**config.mk**
```make
export PLATFORM = sky130hd
export DESIGN_NAME = counter_bank_top
export DESIGN_NICKNAME = d
export VERILOG_FILES = /design/src/counter_pkg.sv /design/src/counter_slice_if.sv /design/src/counter_bank_top.sv /design/src/snapshot_counter.sv /design/src/updown_counter.sv /design/src/cascade_counter.sv /design/src/presettable_slice.sv
export VERILOG_INCLUDE_DIRS = /design/src /design/src/src
export SDC_FILE = /design/constraint.sdc
export NUM_CORES = 1
export LEC_CHECK = 0
export ABC_AREA = 1
export BUFFER_PORTS_ARGS = -buffer_cell sky130_fd_sc_hd__buf_2
export CAP_MARGIN = 15
export CELL_PAD_IN_SITES_DETAIL_PLACEMENT = 0
export CELL_PAD_IN_SITES_GLOBAL_PLACEMENT = 1
export CORE_AREA = 2 2 83 85
export DETAILED_ROUTE_END_ITERATION = 7
export DIE_AREA = 0 0 85 87
export PLACE_DENSITY_LB_ADDON = 0.1
export SYNTH_ARGS = -nofsm -noshare
export SYNTH_HDL_FRONTEND = slang
export SYNTH_HIERARCHICAL = 1
export SYNTH_SLANG_ARGS = --single-unit
```
**constraint.sdc**
```tcl
create_clock -name clk -period 1.8 [get_ports clk]
set_input_delay 0.18 -clock clk [delete_from_list [all_inputs] [get_ports clk]]
set_output_delay 0.18 -clock clk [all_outputs]
set_load 0.01 [all_outputs]
```
**src/counter_config.svh**
```systemverilog
// Counter bank configuration

`ifndef COUNTER_CONFIG_SVH
`define COUNTER_CONFIG_SVH

////////////////////////////////////////////////////////////////////////////
// Cascade counter geometry
////////////////////////////////////////////////////////////////////////////

`define COUNTER_SLICE_WIDTH    4   // Bits per 161-style slice
`define COUNTER_CHAIN_SLICES   4   // Slices in the ripple chain

////////////////////////////////////////////////////////////////////////////
// Standalone counters
////////////////////////////////////////////////////////////////////////////

`define COUNTER_UPDOWN_WIDTH   4   // 193-style up/down counter
`define COUNTER_SNAPSHOT_WIDTH 8   // 590-style counter and storage register

`endif
```
**src/counter_pkg.sv**
```systemverilog
// Counter bank types

`include "counter_config.svh"

package counter_pkg;

   ////////////////////////////////////////////////////////////////////////////
   // Cascade values
   ////////////////////////////////////////////////////////////////////////////

   // One presettable slice
   typedef logic [`COUNTER_SLICE_WIDTH-1:0] slice_t;

   // Whole chain, slice 0 in the low nibble
   typedef logic [`COUNTER_SLICE_WIDTH*`COUNTER_CHAIN_SLICES-1:0] chain_t;

   ////////////////////////////////////////////////////////////////////////////
   // Standalone counters
   ////////////////////////////////////////////////////////////////////////////

   typedef logic [`COUNTER_UPDOWN_WIDTH-1:0] updown_t;     // Up/down value

   // Count and storage register share this width
   typedef logic [`COUNTER_SNAPSHOT_WIDTH-1:0] snapshot_t;

endpackage

```
**src/counter_slice_if.sv**
```systemverilog
// Presettable slice bundle

`timescale 1ns/1ps

`include "counter_config.svh"

interface counter_slice_if import counter_pkg::*; ();

   // Controls, levels sampled on clk
   logic   load_n;   // Active low parallel load
   logic   cet;      // Count enable, also gates tc
   logic   cep;      // Count enable, parallel
   slice_t p;        // Preset value

   // Slice state
   slice_t q;        // Current count
   logic   tc;       // Terminal count, combinational

   // Chain side drives the controls and watches the count
   modport chain (
      output load_n, cet, cep, p,
      input  q, tc
   );

   // The slice itself
   modport slice (
      input  load_n, cet, cep, p,
      output q, tc
   );

endinterface

```
**src/counter_bank_top.sv**
```systemverilog
// Counter bank top level

`timescale 1ns/1ps

`include "counter_config.svh"

module counter_bank_top import counter_pkg::*; (
   input  logic      clk,
   input  logic      arst_n,

   // Cascade counter
   input  logic      chain_load_n,
   input  logic      chain_cet,
   input  logic      chain_cep,
   input  chain_t    chain_p,
   output chain_t    chain_q,
   output logic      chain_tc,

   // Up/down counter
   input  logic      ud_clear,
   input  logic      ud_load_n,
   input  updown_t   ud_p,
   input  logic      ud_up,
   input  logic      ud_down,
   output updown_t   ud_q,
   output logic      ud_carry,
   output logic      ud_borrow,

   // Snapshot counter
   input  logic      sc_en,
   input  logic      sc_clr,
   input  logic      sc_rck,
   input  logic      sc_oe,
   output snapshot_t sc_q,
   output logic      sc_rco
);

   ////////////////////////////////////////////////////////////////////////////
   // 161-style cascade
   ////////////////////////////////////////////////////////////////////////////

   cascade_counter u_cascade (
      .clk    (clk),
      .arst_n (arst_n),
      .load_n (chain_load_n),
      .cet    (chain_cet),
      .cep    (chain_cep),
      .p      (chain_p),
      .q      (chain_q),
      .tc     (chain_tc)
   );

   ////////////////////////////////////////////////////////////////////////////
   // 193-style up/down
   ////////////////////////////////////////////////////////////////////////////

   updown_counter u_updown (
      .clk    (clk),
      .arst_n (arst_n),
      .clear  (ud_clear),
      .load_n (ud_load_n),
      .p      (ud_p),
      .up     (ud_up),
      .down   (ud_down),
      .q      (ud_q),
      .carry  (ud_carry),
      .borrow (ud_borrow)
   );

   ////////////////////////////////////////////////////////////////////////////
   // 590-style snapshot
   ////////////////////////////////////////////////////////////////////////////

   snapshot_counter u_snapshot (
      .clk    (clk),
      .arst_n (arst_n),
      .en     (sc_en),
      .clr    (sc_clr),
      .rck    (sc_rck),
      .oe     (sc_oe),
      .q      (sc_q),
      .rco    (sc_rco)
   );

endmodule

```
**src/snapshot_counter.sv**
```systemverilog
// 8-bit counter with storage register

`timescale 1ns/1ps

`include "counter_config.svh"

module snapshot_counter import counter_pkg::*; (
   input  logic      clk,
   input  logic      arst_n,
   input  logic      en,    // Count enable
   input  logic      clr,   // Synchronous clear, over en
   input  logic      rck,   // Snapshot strobe
   input  logic      oe,    // Output enable
   output snapshot_t q,     // Stored value, zero when disabled
   output logic      rco    // Ripple carry
);

   snapshot_t count;   // Running count
   snapshot_t store;   // Storage register

   ////////////////////////////////////////////////////////////////////////////
   // Counter stage
   ////////////////////////////////////////////////////////////////////////////

   always_ff @(posedge clk or negedge arst_n) begin
      if (!arst_n) begin
         count <= '0;
      end else if (clr) begin
         count <= '0;
      end else if (en) begin
         count <= count + 1'b1;   // Wraps 255 -> 0
      end
   end

   ////////////////////////////////////////////////////////////////////////////
   // Storage stage
   ////////////////////////////////////////////////////////////////////////////

   // Samples count as it stood before this edge
   always_ff @(posedge clk or negedge arst_n) begin
      if (!arst_n) begin
         store <= '0;
      end else if (rck) begin
         store <= count;
      end
   end

   assign q = oe ? store : '0;   // Disabled output reads zero

   // Ripple carry from the count itself, not from zero as on the old model
   assign rco = (&count) && en;

   ////////////////////////////////////////////////////////////////////////////
   // Checks
   ////////////////////////////////////////////////////////////////////////////

   // Snapshot is only refreshed by rck
   a_store_holds : assert property (
      @(posedge clk) disable iff (!arst_n)
      !rck |=> $stable(store)
   )
   else $error("snapshot_counter: storage changed without rck");

endmodule

```
**src/updown_counter.sv**
```systemverilog
// 4-bit up/down counter with carry and borrow

`timescale 1ns/1ps

`include "counter_config.svh"

module updown_counter import counter_pkg::*; (
   input  logic    clk,
   input  logic    arst_n,
   input  logic    clear,    // Synchronous clear, active high
   input  logic    load_n,   // Parallel load, active low
   input  updown_t p,
   input  logic    up,       // Count up strobe
   input  logic    down,     // Count down strobe
   output updown_t q,
   output logic    carry,    // One cycle on 15 -> 0
   output logic    borrow    // One cycle on 0 -> 15
);

   logic step_up;     // Up alone
   logic step_down;   // Down alone

   // Both strobes together cancel out and hold
   assign step_up   = up && !down;
   assign step_down = down && !up;

   ////////////////////////////////////////////////////////////////////////////
   // Count and wrap flags
   ////////////////////////////////////////////////////////////////////////////

   always_ff @(posedge clk or negedge arst_n) begin
      if (!arst_n) begin
         q      <= '0;
         carry  <= 1'b0;
         borrow <= 1'b0;
      end else begin
         // Flags are pulses, cleared unless this edge wraps
         carry  <= 1'b0;
         borrow <= 1'b0;

         if (clear) begin
            q <= '0;                     // Clear wins over everything
         end else if (!load_n) begin
            q <= p;
         end else if (step_up) begin
            q     <= q + 1'b1;
            carry <= (q == '1);          // Wrap to zero shows next cycle
         end else if (step_down) begin
            q      <= q - 1'b1;
            borrow <= (q == '0);         // Wrap to all ones
         end
      end
   end

   ////////////////////////////////////////////////////////////////////////////
   // Checks
   ////////////////////////////////////////////////////////////////////////////

   a_no_carry_and_borrow : assert property (
      @(posedge clk) disable iff (!arst_n)
      !(carry && borrow)
   )
   else $error("updown_counter: carry and borrow high together");

   // Carry only ever marks a real rollover from the previous cycle
   a_carry_is_wrap : assert property (
      @(posedge clk) disable iff (!arst_n)
      carry |-> ($past(q) == '1) && (q == '0)
   )
   else $error("updown_counter: carry without 15 to 0 wrap");

endmodule

```
**src/cascade_counter.sv**
```systemverilog
// 16-bit cascaded presettable counter

`timescale 1ns/1ps

`include "counter_config.svh"

module cascade_counter import counter_pkg::*; (
   input  logic   clk,
   input  logic   arst_n,
   input  logic   load_n,   // Shared parallel load, active low
   input  logic   cet,      // Enters slice 0 only
   input  logic   cep,      // Shared by every slice
   input  chain_t p,        // Preset, one nibble per slice
   output chain_t q,
   output logic   tc        // Last slice terminal count
);

   localparam int SW = `COUNTER_SLICE_WIDTH;
   localparam int NS = `COUNTER_CHAIN_SLICES;

   counter_slice_if slice_bus [NS] ();   // One bundle per slice

   ////////////////////////////////////////////////////////////////////////////
   // Slice chain
   ////////////////////////////////////////////////////////////////////////////

   for (genvar i = 0; i < NS; i++) begin : g_slice
      assign slice_bus[i].load_n = load_n;
      assign slice_bus[i].cep    = cep;
      assign slice_bus[i].p      = p[i*SW +: SW];   // Own nibble

      // Ripple enable from the slice below
      if (i == 0) begin : g_first
         assign slice_bus[i].cet = cet;
      end else begin : g_next
         assign slice_bus[i].cet = slice_bus[i-1].tc;
      end

      presettable_slice u_slice (
         .clk    (clk),
         .arst_n (arst_n),
         .bus    (slice_bus[i])
      );

      assign q[i*SW +: SW] = slice_bus[i].q;   // Reassemble the count
   end

   // High only with the whole chain at all ones and cet high
   assign tc = slice_bus[NS-1].tc;

   ////////////////////////////////////////////////////////////////////////////
   // Checks
   ////////////////////////////////////////////////////////////////////////////

   // Full enables step the whole chain by one, through every ripple
   a_chain_step : assert property (
      @(posedge clk) disable iff (!arst_n)
      (load_n && cet && cep) |=> (q == chain_t'($past(q) + 1'b1))
   )
   else $error("cascade_counter: chain did not advance by one");

endmodule

```
**src/presettable_slice.sv**
```systemverilog
// 4-bit presettable counter slice

`timescale 1ns/1ps

`include "counter_config.svh"

module presettable_slice import counter_pkg::*; (
   input logic            clk,
   input logic            arst_n,
   counter_slice_if.slice bus
);

   slice_t count;   // Slice register

   ////////////////////////////////////////////////////////////////////////////
   // Count register
   ////////////////////////////////////////////////////////////////////////////

   // Reset, then load, then count, else hold
   always_ff @(posedge clk or negedge arst_n) begin
      if (!arst_n) begin
         count <= '0;
      end else if (!bus.load_n) begin
         count <= bus.p;                // Parallel load beats counting
      end else if (bus.cet && bus.cep) begin
         count <= count + 1'b1;         // Wraps 15 -> 0
      end
   end

   ////////////////////////////////////////////////////////////////////////////
   // Outputs
   ////////////////////////////////////////////////////////////////////////////

   assign bus.q = count;

   // Terminal count qualified by cet, as on the real part,
   // so the next slice only sees it when this one may roll over
   assign bus.tc = (&count) && bus.cet;

   ////////////////////////////////////////////////////////////////////////////
   // Checks
   ////////////////////////////////////////////////////////////////////////////

   // A counting terminal count sits on all ones and rolls to zero next
   a_tc_wrap : assert property (
      @(posedge clk) disable iff (!arst_n)
      (bus.tc && bus.cep && bus.load_n) |-> (&bus.q) ##1 (bus.q == '0)
   )
   else $error("presettable_slice: tc not followed by wrap to zero");

endmodule

```
==> impl_metrics.py <==
metrics = {
    "final_layout": {
        "n_fill_cell": 717,
        "drive_above_1_share_pct": 28.7,
        "final_cell_area_mm2": 0.00291,
        "fin_cells": 477,
        "fin_util_pct": 44.3,
        "area_growth_pct": 24.6,
        "layout.nets": 439,
        "n_antenna_cell": 0,
    },
    "sta": {
        "max_slew_margin_pct": 66.0,
        "hold_viol_final": 0,
        "setup_ws_ns": -0.109,
        "drv_slew": 0,
        "grt_setup_unrepaired": "yes",
        "fin_crit_sh_pct": 106,
        "setup_tns_ns": -0.109,
        "whs_ns": 0.0745,
        "fin_worst_skew_ns": 0.00781,
        "fmax_mhz": 524,
        "tightestPinTransition_ns": 0.510,
        "finalSetupViolations": 1,
        "min_period_ns": 1.91,
    },
    "floorplanning": {
        "die-area_mm2": 0.00740,
        "core_region_area_mm2": 0.00657,
        "die_h_um": 87,
        "rows": 30,
        "pin_count": 65,
        "die_width_um": 85,
        "initial_core_util_pct": 35.6,
    },
    "yosys": {
        "syn_area_mm2": 0.00234,
        "ys.flop_type": "dfrtp_1",
        "yosysWarningCount": 6,
        "synthTopCellsByArea": "dfrtp_1, nand2_1, inv_1",
        "ys_seq_area_share_pct": 40.7,
        "synthCells": 321,
        "synth.avg_cell_area_um2": 7.28,
        "ys_async_sr_fraction_pct": 100,
        "synth_top_area_share_pct": 40.7,
        "yosysTopAreaCell": "dfrtp_1",
        "syn_nets": 364,
        "synth_cell_types": 28,
        "synth_edf_count": 0,
        "ys_ff_latch": 38,
    },
    "place": {
        "dp_slack_ns": 0.0555,
        "dpl.hpwl_um": 4040,
        "place_area_mm2": 0.00277,
        "routabilityCongestion": 0.805,
        "dp_cells": 466,
        "portBuffers": 64,
    },
    "clocking": {
        "cts.sinks": 38,
        "clk_latency_ns": 0.29,
        "clk_pin_slew_ns": 0.08,
        "cts_buffers": 5,
        "root_buffer": "clkbuf_8",
        "h-tree-depth": 2,
        "cts_tree": "yes",
        "cts_buffer_depth": 2,
    },
    "global_routing": {
        "first_global_vias": 2001,
        "grt-ovfl-total": 0,
        "antenna_found_initial": 0,
        "grt_usage_pct": 15.0,
        "grt_max_degree": 39,
        "grt_pass1_wl_um": 9050,
    },
    "route": {
        "ant_nets": 0,
        "drt-initial-drc-count": 87,
        "wl_per_cell_um": 11.1,
        "vias": 2174,
        "first_pass_iters": 4,
        "wl_um": 5270,
        "drcViolationCount": 0,
        "avgViaCountPerCell": 4.56,
    },
    "setup_path": {
        "required_ns": 1.62,
        "cp-start-kind": "flop",
        "rrSetupSlack_ns": 0.18,
        "cp_max_fo": 2,
        "cp.arrival_ns": 1.73,
        "critPathKind": "reg -> out",
        "end_kind": "output port",
    },
    "outcome": {
        "violations": "setup timing",
        "status": "finished with violations",
    },
    "power": {
        "p_per_area_mw_per_mm2": 723,
        "p_leak_nw": 1.63,
        "seqPwrFrac_pct": 47.8,
        "netSwitchingFraction_pct": 31.6,
        "power_mw": 2.10,
        "netSwitchingPower_mw": 0.666,
        "p_comb_share_pct": 23.1,
        "pwr-share-clk_pct": 29.1,
        "intPower_mw": 1.44,
        "irDropWorstVdd_mv": 0.314,
    },
    "job": {
        "cap_viol_max_count": 0,
    },
    "min_path": {
        "min-delay-path-class": "in -> reg",
    },
}
-- cell type report --
| class | count | area (µm²) | area share, % |
|---|---|---|---|
| Clock buffer | 7 | 86.3 | 2.97 |
| Timing Repair Buffer | 71 | 375 | 12.9 |
| Inverter | 55 | 206 | 7.09 |
| Sequential cell | 38 | 951 | 32.7 |
| Multi-Input combinational cell | 225 | 1190 | 40.8 |
| Clock inverter | 1 | 5.00 | 0.172 |
| Tap cell | 80 | 100 | 3.44 |
-- kinds of logic (layout without fill, tap and decap cells) --
kind of cell               after synthesis  in the layout  share of synthesized area [%]
and+or+nand+nor                        184            184                           36.3
buffers and inverters                   58            134                           9.69
DFF                                     38             38                           40.7
AOI/OAI and AO/OA                       28             28                           6.64
adders and majority gates               10             10                           5.35
muxes                                    2              2                          0.964
xor gates and xnor gates                 1              1                          0.375
-- sequential cells by signal, summed over array words and instances, names as in the netlist --
name and cells:
u_snapshot/count 8, u_cascade/g_slice.u_slice/bus.q 16, u_updown/carry 1, u_snapshot/store 8, u_updown/borrow 1, u_updown/q 4
-- critical path, stage by stage (launching register included) --
cell and delay (ns):
dfrtp_1 0.35, ha_2 0.19, nand2_2 0.07, nor2_4 0.13, nand2_2 0.07, nor2_4 0.11, nand2_2 0.07, nor2_2 0.13
nand2_1 0.06, nor2_1 0.12, buf_2 0.14
-- routing by layer --
layer | up-vias | GRT usage (%) | wire length [µm]
met2 | 47 | 23.4 | 2360
li1 | 1151 | - | -
met5 | - | 0 | 0
met1 | 971 | 21.1 | 2580
met3 | 5 | 3.32 | 272
met4 | 0 | 4.33 | 57
-- worst paths after layout --
kind	startpoint	endpoint	cells past startpoint
worst max-delay path	u_cascade/g_slice[0].u_slice/bus.q[0]	chain_tc	10
worst min-delay path	ud_clear	u_updown/carry	2
worst max register to register	u_cascade/g_slice[0].u_slice/bus.q[0]	u_cascade/g_slice[3].u_slice/bus.q[2]	12
worst min register to register	u_snapshot/store[2]	u_snapshot/store[2]	1
max in group asynchronous	arst_n	u_cascade/g_slice[1].u_slice/bus.q[2]	3
min in group asynchronous	arst_n	u_updown/borrow	3
-- repair_timing --
item,in CTS,in global routing
pin swaps,2,5
resized for setup,3,6
setup endpoints to repair,1,3
buffers inserted,2,0
endpoints found under the hold margin,38,0
hold buffers,1,0
-- synth_stat cells, types with 2 or more instances --
library cell  number
mux2_2             2
or2_0              4
o21ai_0            6
nand2_2            7
inv_2             10
o21ai_1            6
nor2_2             2
nor2_1            29
nor3_1             5
inv_1             45
o211ai_1           4
a21oi_1           10
nand4_1            6
dfrtp_1           38
ha_1              10
nor2_4             6
nand2_1           95
nand3_1           26
-- power by group through the flow --
stage | registers [mW] | logic, mW | clock network, mW
2_1_floorplan | 1.04 | 0.258 | 0
3_3_place_gp | 1.02 | 0.483 | 0
3_5_place_dp | 1.02 | 0.483 | 0
4_1_cts | 1.01 | 0.490 | 0.634
5_1_grt | 1.02 | 0.562 | 0.667
6_report | 1.01 | 0.486 | 0.612
-- layout by cell type (no fill, tap or decap), drive strengths merged, types with 2 or more instances in the layout --
| cell type | count |
|---|---|
| buf | 70 |
| o21ai | 12 |
| dfrtp | 38 |
| nor3 | 5 |
| nor2 | 37 |
| inv | 55 |
| nand3 | 28 |
| nand2 | 102 |
| nand4 | 6 |
| or2 | 4 |
| clkbuf | 7 |
| mux2 | 2 |
| ha | 10 |
| a21oi | 10 |
| o211ai | 4 |
Note: power is estimated with default switching activity, not from simulation.
